## config.mk

```make
export PLATFORM = sky130hd
export DESIGN_NAME = ssds_top
export DESIGN_NICKNAME = d
export VERILOG_FILES = /design/src/ssds_pkg.sv /design/src/ssds_bus_arbiter.sv /design/src/ssds_bus_interface.sv /design/src/ssds_digit_mapper.sv /design/src/ssds_top.sv
export VERILOG_INCLUDE_DIRS = /design/src /design/src/src
export SDC_FILE = /design/constraint.sdc
export NUM_CORES = 1
export LEC_CHECK = 0
export BUFFER_PORTS_ARGS = -buffer_cell sky130_fd_sc_hd__clkbuf_2
export CORE_MARGIN = 4
export CORE_UTILIZATION = 50
export CTS_BUF_LIST = sky130_fd_sc_hd__clkbuf_4 sky130_fd_sc_hd__clkbuf_8
export DETAILED_ROUTE_END_ITERATION = 8
export GPL_ROUTABILITY_DRIVEN = 1
export PLACE_DENSITY = 0.84
export SETUP_SLACK_MARGIN = 0.02
export SYNTH_ARGS = -nofsm -noshare
export SYNTH_HDL_FRONTEND = slang
export SYNTH_SLANG_ARGS = --single-unit
```

## constraint.sdc

```tcl
create_clock -name clk -period 4.4 [get_ports clk]
set_input_delay 0.88 -clock clk [delete_from_list [all_inputs] [get_ports clk]]
set_output_delay 0.88 -clock clk [all_outputs]
set_load 0.02 [all_outputs]
```

## src/ssds_params.svh

```systemverilog
`ifndef SSDS_PARAMS_SVH
`define SSDS_PARAMS_SVH

// bus widths.
`define SSDS_ADDR_W 32
`define SSDS_DATA_W 32

// register map, word aligned.
`define SSDS_CTRL_ADDR   32'h0000_0000
`define SSDS_DIGITS_ADDR 32'h0000_0004
`define SSDS_DOTS_ADDR   32'h0000_0008

`endif

```

## src/ssds_pkg.sv

```systemverilog
`include "ssds_params.svh"

package ssds_pkg;

	typedef logic [`SSDS_ADDR_W-1:0] bus_addr_t;
	typedef logic [`SSDS_DATA_W-1:0] bus_data_t;
	typedef logic [`SSDS_DATA_W/8-1:0] bus_mask_t; // one enable per byte lane.

	// bit 7 set means the low nibble is shown as a hex digit.
	typedef logic [7:0] digit_t;

	// bit 0 is segment a, bit 6 is segment g, active high.
	typedef logic [6:0] segments_t;

	typedef enum logic {
		arb_idle,
		arb_busy
	} arb_state_t;

endpackage

```

## src/ssds_bus_arbiter.sv

```systemverilog
module ssds_bus_arbiter (
	input  logic                clk,
	input  logic                rst,
	input  ssds_pkg::bus_addr_t m0_addr,
	input  ssds_pkg::bus_data_t m0_wdata,
	input  ssds_pkg::bus_mask_t m0_mask,
	input  logic                m0_rd,
	input  logic                m0_wr,
	output logic                m0_fc,
	input  ssds_pkg::bus_addr_t m1_addr,
	input  ssds_pkg::bus_data_t m1_wdata,
	input  ssds_pkg::bus_mask_t m1_mask,
	input  logic                m1_rd,
	input  logic                m1_wr,
	output logic                m1_fc,
	output ssds_pkg::bus_addr_t bus_addr,
	output ssds_pkg::bus_data_t bus_wdata,
	output ssds_pkg::bus_mask_t bus_mask,
	output logic                bus_rd,
	output logic                bus_wr,
	input  logic                bus_fc
);

	ssds_pkg::arb_state_t state_q;
	logic grant_q;
	logic last_q;
	logic m0_req;
	logic m1_req;
	logic pick;
	logic busy;

	assign m0_req = m0_rd || m0_wr;
	assign m1_req = m1_rd || m1_wr;
	assign busy = state_q == ssds_pkg::arb_busy;

	// on a tie the master not served last wins.
	assign pick = (m0_req && m1_req) ? !last_q : m1_req;

	always_ff @(posedge clk or posedge rst) begin
		if (rst) begin
			state_q <= ssds_pkg::arb_idle;
			grant_q <= 1'b0;
			last_q <= 1'b0; // master 1 takes the first tie.
		end else begin
			case (state_q)
				ssds_pkg::arb_idle: begin
					if (m0_req || m1_req) begin
						state_q <= ssds_pkg::arb_busy;
						grant_q <= pick;
					end
				end
				default: begin
					if (bus_fc) begin
						state_q <= ssds_pkg::arb_idle;
						last_q <= grant_q;
					end
				end
			endcase
		end
	end

	always_comb begin
		bus_addr = '0;
		bus_wdata = '0;
		bus_mask = '0;
		bus_rd = 1'b0;
		bus_wr = 1'b0;
		if (busy && grant_q) begin
			bus_addr = m1_addr;
			bus_wdata = m1_wdata;
			bus_mask = m1_mask;
			bus_rd = m1_rd;
			bus_wr = m1_wr;
		end else if (busy) begin
			bus_addr = m0_addr;
			bus_wdata = m0_wdata;
			bus_mask = m0_mask;
			bus_rd = m0_rd;
			bus_wr = m0_wr;
		end
	end

	assign m0_fc = busy && !grant_q && bus_fc;
	assign m1_fc = busy && grant_q && bus_fc;

endmodule

```

## src/ssds_bus_interface.sv

```systemverilog
`include "ssds_params.svh"

module ssds_bus_interface (
	input  logic                clk,
	input  logic                rst,
	input  ssds_pkg::bus_addr_t bus_addr,
	input  ssds_pkg::bus_data_t bus_wdata,
	input  ssds_pkg::bus_mask_t bus_mask,
	input  logic                bus_rd,
	input  logic                bus_wr,
	output ssds_pkg::bus_data_t bus_rdata,
	output logic                bus_fc,
	output logic                display_en,
	output ssds_pkg::segments_t digit_0,
	output ssds_pkg::segments_t digit_1,
	output ssds_pkg::segments_t digit_2,
	output ssds_pkg::segments_t digit_3,
	output logic [3:0]          dots
);

	logic [7:0] ctrl_q;
	logic [7:0] dots_q;
	ssds_pkg::digit_t digits_q [4];
	ssds_pkg::segments_t mapped [4];
	ssds_pkg::segments_t shown [4];
	ssds_pkg::bus_data_t reg_word;
	ssds_pkg::bus_addr_t word_addr;
	logic [1:0] offset;
	logic sel_ctrl;
	logic sel_digits;
	logic sel_dots;
	logic addr_hit;
	logic read_req;
	logic write_req;
	logic written_q;

	assign offset = bus_addr[1:0];
	assign word_addr = {bus_addr[`SSDS_ADDR_W-1:2], 2'b00};

	assign sel_ctrl = word_addr == `SSDS_CTRL_ADDR;
	assign sel_digits = word_addr == `SSDS_DIGITS_ADDR;
	assign sel_dots = word_addr == `SSDS_DOTS_ADDR;
	assign addr_hit = sel_ctrl || sel_digits || sel_dots;

	// exactly one strobe must be up for a valid request.
	assign read_req = addr_hit && bus_rd && !bus_wr;
	assign write_req = addr_hit && bus_wr && !bus_rd;

	// reads finish at once, writes one cycle after the register update.
	assign bus_fc = read_req || (write_req && written_q);

	for (genvar i = 0; i < 4; i++) begin : g_digit
		ssds_digit_mapper mapper_i (
			.digit    (digits_q[i]),
			.segments (mapped[i])
		);

		assign shown[i] = digits_q[i][7] ? mapped[i] : digits_q[i][6:0]; // raw segments when clear.
	end

	assign digit_0 = shown[0];
	assign digit_1 = shown[1];
	assign digit_2 = shown[2];
	assign digit_3 = shown[3];
	assign dots = dots_q[3:0];
	assign display_en = ctrl_q[0];

	always_comb begin
		reg_word = '0;
		if (sel_ctrl) begin
			reg_word[7:0] = ctrl_q;
		end else if (sel_digits) begin
			reg_word = {digits_q[3], digits_q[2], digits_q[1], digits_q[0]};
		end else if (sel_dots) begin
			reg_word[7:0] = dots_q;
		end
	end

	assign bus_rdata = read_req ? (reg_word >> {offset, 3'b000}) : '0; // zero fill from the top.

	always_ff @(posedge clk or posedge rst) begin
		if (rst) begin
			written_q <= 1'b0;
			ctrl_q <= '0;
			dots_q <= '0;
			for (int i = 0; i < 4; i++) begin
				digits_q[i] <= '0;
			end
		end else begin
			written_q <= write_req && !written_q;
			if (write_req && !written_q) begin
				if (sel_ctrl && offset == 2'd0 && bus_mask[0]) begin
					ctrl_q <= bus_wdata[7:0];
				end
				if (sel_dots && offset == 2'd0 && bus_mask[0]) begin
					dots_q <= bus_wdata[7:0];
				end
				// lane i lands on byte i + offset, anything past byte 3 is dropped.
				if (sel_digits) begin
					for (int i = 0; i < 4; i++) begin
						if (bus_mask[i] && (i + offset) < 4) begin
							digits_q[i + offset] <= bus_wdata[8*i +: 8];
						end
					end
				end
			end
		end
	end

endmodule

```

## src/ssds_digit_mapper.sv

```systemverilog
module ssds_digit_mapper (
	input  ssds_pkg::digit_t    digit,
	output ssds_pkg::segments_t segments
);

	// segment order is {g, f, e, d, c, b, a}.
	always_comb begin
		case (digit[3:0])
			4'h0: segments = 7'h3f;
			4'h1: segments = 7'h06;
			4'h2: segments = 7'h5b;
			4'h3: segments = 7'h4f;
			4'h4: segments = 7'h66;
			4'h5: segments = 7'h6d;
			4'h6: segments = 7'h7d;
			4'h7: segments = 7'h07;
			4'h8: segments = 7'h7f;
			4'h9: segments = 7'h6f;
			4'ha: segments = 7'h77; // upper case A.
			4'hb: segments = 7'h7c; // lower case b.
			4'hc: segments = 7'h39;
			4'hd: segments = 7'h5e; // lower case d.
			4'he: segments = 7'h79;
			default: segments = 7'h71; // F.
		endcase
	end

endmodule

```

## src/ssds_top.sv

```systemverilog
module ssds_top (
	input  logic                clk,
	input  logic                rst,
	input  ssds_pkg::bus_addr_t m0_addr,
	input  ssds_pkg::bus_data_t m0_wdata,
	input  ssds_pkg::bus_mask_t m0_mask,
	input  logic                m0_rd,
	input  logic                m0_wr,
	output logic                m0_fc,
	input  ssds_pkg::bus_addr_t m1_addr,
	input  ssds_pkg::bus_data_t m1_wdata,
	input  ssds_pkg::bus_mask_t m1_mask,
	input  logic                m1_rd,
	input  logic                m1_wr,
	output logic                m1_fc,
	output ssds_pkg::bus_data_t m_rdata,
	output logic                display_en,
	output ssds_pkg::segments_t digit_0,
	output ssds_pkg::segments_t digit_1,
	output ssds_pkg::segments_t digit_2,
	output ssds_pkg::segments_t digit_3,
	output logic [3:0]          dots
);

	ssds_pkg::bus_addr_t bus_addr;
	ssds_pkg::bus_data_t bus_wdata;
	ssds_pkg::bus_mask_t bus_mask;
	logic bus_rd;
	logic bus_wr;
	logic bus_fc;

	ssds_bus_arbiter arbiter_i (
		.clk       (clk),
		.rst       (rst),
		.m0_addr   (m0_addr),
		.m0_wdata  (m0_wdata),
		.m0_mask   (m0_mask),
		.m0_rd     (m0_rd),
		.m0_wr     (m0_wr),
		.m0_fc     (m0_fc),
		.m1_addr   (m1_addr),
		.m1_wdata  (m1_wdata),
		.m1_mask   (m1_mask),
		.m1_rd     (m1_rd),
		.m1_wr     (m1_wr),
		.m1_fc     (m1_fc),
		.bus_addr  (bus_addr),
		.bus_wdata (bus_wdata),
		.bus_mask  (bus_mask),
		.bus_rd    (bus_rd),
		.bus_wr    (bus_wr),
		.bus_fc    (bus_fc)
	);

	// read data is shared by both masters.
	ssds_bus_interface periph_i (
		.clk        (clk),
		.rst        (rst),
		.bus_addr   (bus_addr),
		.bus_wdata  (bus_wdata),
		.bus_mask   (bus_mask),
		.bus_rd     (bus_rd),
		.bus_wr     (bus_wr),
		.bus_rdata  (m_rdata),
		.bus_fc     (bus_fc),
		.display_en (display_en),
		.digit_0    (digit_0),
		.digit_1    (digit_1),
		.digit_2    (digit_2),
		.digit_3    (digit_3),
		.dots       (dots)
	);

endmodule
```

==> impl_metrics.json <==
{
  "status": "complete, no violations",
  "synth_cell_type_count": 60,
  "numPortBuffers": 208,
  "clockRootBuffer": "clkbuf_8",
  "maxCapViolCount": 0,
  "synth_common_cells": "85 x nor2_1, 60 x nand2_1, 52 x dfrtp_1, 52 x mux2i_1, 47 x o21ai_0",
  "syn_avg_cell_area_um2": 8.17,
  "cts_tree": "built",
  "seq_area_frac_synth_pct": 23.3,
  "drive_gt1_share_pct": 34.4,
  "cpPeakStageDelay_ns": 0.55,
  "drt-wirelength-per-cell_um": 18.0,
  "synth_top_area_share_pct": 23.3,
  "vias": 5988,
  "grt_pass1_vias": 5762,
  "ys.flop_type": "dfrtp_1",
  "synth_compound_area_share_pct": 26.1,
  "ir_drop_uv": 127,
  "syn_to_final_growth_pct": 21.0,
  "cts.sinks": 52,
  "cpLargestDelayFamily": "simple AND/OR/NAND/NOR gates",
  "pre_cts_slack_ns": 0.265,
  "powerDensity_nw_per_um2": 165,
  "syn_nets": 854,
  "slew_viol_final": 0,
  "crit_chain": "buf_4 -> inv_1 -> and3_1 -> a2bb2oi_1 -> nand4_1 -> nor2_1 -> clkbuf_2",
  "numCtsBuffers": 5,
  "ioPinCount": 209,
  "vias_per_cell": 6.00,
  "slowest_stage": "a2bb2oi_1",
  "antenna_found_initial": 0,
  "core-area_um2": 10900,
  "cp.buffers_inverters": 3,
  "finalWorstSetupSlack_ns": 0.361,
  "insertedDiodeCount": 0,
  "synth_cells": 684,
  "initialDrtViolationCount": 522,
  "clkLatencyLatePin_ns": 0.31,
  "relSlewSlack_pct": 26.8,
  "synthXorXnorAreaFrac_pct": 0.157,
  "post-synth-top-count-cell": "nor2_1",
  "p_clk_share_pct": 26.2,
  "grt_pass1_wl_um": 28700,
  "fin_worst_skew_ns": 0.00834,
  "synth_top_family_by_area": "compound AO/OA/AOI/OAI gates",
  "synth_edf_count": 0,
  "crit_fanout": 16,
  "final_util_pct": 62.1,
  "critPathKind": "register to primary output",
  "ant_nets": 0,
  "drtPass1Iterations": 5,
  "fin_crit_sh_pct": 91.8,
  "p_int_uw": 732,
  "wl_um": 17900,
  "design_power_total_uw": 1110,
  "setup_viol": 0,
  "yosysTopAreaCell": "dfrtp_1",
  "worst_pin_slew_ns": 1.09,
  "die_y_um": 114,
  "startpoint_type": "register",
  "cp_data_arrival_time_ns": 3.16,
  "switching_share_pct": 34.3,
  "dieWidth_um": 114,
  "fill_cells": 1012,
  "grt_usage_pct": 27.1,
  "hold_path.class": "register to register",
  "synth_fa_ha_area_share_pct": 6.27,
  "htree_levels": 2,
  "place_area_um2": 6660,
  "worst_ep_required_time_ns": 3.52,
  "min_period_ns": 4.04,
  "p_sw_uw": 382,
  "die-area_um2": 12900,
  "initial_core_util_pct": 51.3,
  "drc_errors": 0,
  "timing.fmax_mhz": 248,
  "nets": 1027,
  "synth_warnings": 0,
  "total_leakage_power_uw": 0.00327,
  "fp-row-count": 38,
  "synthArstFlopShare_pct": 100,
  "dp_hpwl_um": 14100,
  "fin_area_um2": 6760,
  "hold_viol_final": 0,
  "combPwrFrac_pct": 30.5,
  "syn_area_um2": 5590,
  "muxShareOfSynthArea_pct": 17.7,
  "fin_setup_tns_ns": 0,
  "gp_congestion": 0.917,
  "clk_pin_slew_ns": 0.10,
  "seqPwrFrac_pct": 43.4,
  "clockBufferDepth": 2,
  "synthTopCellsByArea": "dfrtp_1 23%, mux2i_1 9.3%, ha_1 6.3%",
  "worstSetupEndpointType": "primary output",
  "grt_start_max_net_pins": 37,
  "grt_setup_unrepaired": "false",
  "yosys.area_share.simple_pct": 20.3,
  "yosys_register_bits": 52,
  "overflow": 0
}
-- repair_timing --
item,4_1_cts,5_1_grt
setup buffers,0,0
resized for setup,0,2
endpoints found under the setup margin,0,4
hold buffers,0,0
-- worst register-to-register path: stages (launching register included) --
cell,delay (ns)
dfrtp_2,0.55
buf_4,0.28
inv_1,0.18
nor4_4,0.37
nor2_2,0.15
nor4_4,0.28
buf_4,0.38
a21boi_4,0.45
a2bb2oi_2,0.17
-- through the flow --
step | hold WS [ns] | std cells
after floorplan | 0.479 | 684
after global placement | 0.486 | 990
after detailed placement | 0.493 | 990
after CTS | 0.516 | 998
after global routing | 0.535 | 998
final | 0.516 | 998
-- sequential cells by signal, summed over array words and instances, names as in the netlist --
register / count
periph_i.digits_q: 32
arbiter_i.last_q: 1
periph_i.ctrl_q: 8
periph_i.written_q: 1
arbiter_i.busy: 1
periph_i.dots_q: 8
arbiter_i.grant_q: 1
-- power by group through the flow --
stage                     clock network, µW  logic [µW]  registers (µW)
after floorplan                           0         208             489
after global placement                    0         330             492
after detailed placement                  0         333             492
after CTS                               287         334             483
after global routing                    309         368             484
final                                   291         339             483
-- kinds of logic (layout without fill, tap and decap cells) --
family          Yosys count  count (layout)
simple gates            230             230
buf+inv                  82             256
compound gates          200             200
mux                      91              91
fa+ha+maj                28              28
flops                    52              52
xor+xnor                  1               1
-- worst paths after layout --
path                                             from                     to  slack (ns)  cells past startpoint
min in group asynchronous                         rst  periph_i.digits_q[27]        0.63                      2
worst max register to register      arbiter_i.grant_q  periph_i.digits_q[21]        1.52                      8
worst min register to register  periph_i.digits_q[29]  periph_i.digits_q[29]        0.52                      1
worst max-delay path                arbiter_i.grant_q            m_rdata[22]        0.36                      7
worst min-delay path            periph_i.digits_q[29]  periph_i.digits_q[29]        0.52                      1
max in group asynchronous                         rst  periph_i.digits_q[10]        3.00                      3
-- placed cells by master, fill, tap and decap left out, types with 4 or more instances in the layout --
cell,Yosys,layout
a21oi_1,22,22
o22a_1,7,7
mux2_2,31,31
mux2_4,8,8
nand2b_1,5,5
mux2i_1,52,52
dfrtp_1,52,51
ha_1,28,28
a211o_1,9,9
nor4_1,9,9
nor2_1,85,85
o22ai_1,18,18
a2bb2oi_2,8,8
nor3_1,19,19
a22oi_1,23,23
o211ai_1,6,6
o21a_1,8,8
and2_1,8,8
nor4_4,4,4
a31oi_1,13,13
clkbuf_2,0,208
buf_4,7,12
nand2_1,60,60
o21ai_0,47,47
a211oi_1,5,5
o311ai_0,6,6
clkbuf_8,0,5
o32a_1,6,6
nor2b_1,8,8
a221o_1,8,8
inv_1,28,27
nand3_1,13,12
-- routing by layer --
layer  global-route usage, %  share of wire (%)  vias to the layer above
li1                        -                  -                     2866
met4                    9.13                2.6                        0
met3                    3.55                7.9                       38
met5                       0                  0                        -
met2                    44.0                 47                      295
met1                    37.3                 42                     2789
-- final cells by class --
type	count	area (µm²)	area share [%]
clock inverter	3	21.3	0.315
clock buffer	5	68.8	1.02
tap	140	175	2.59
timing repair buffer	220	1130	16.7
multi-input combinational	550	3960	58.5
inverter	28	105	1.55
sequential	52	1300	19.3
Power figures use the tool's default switching activity.
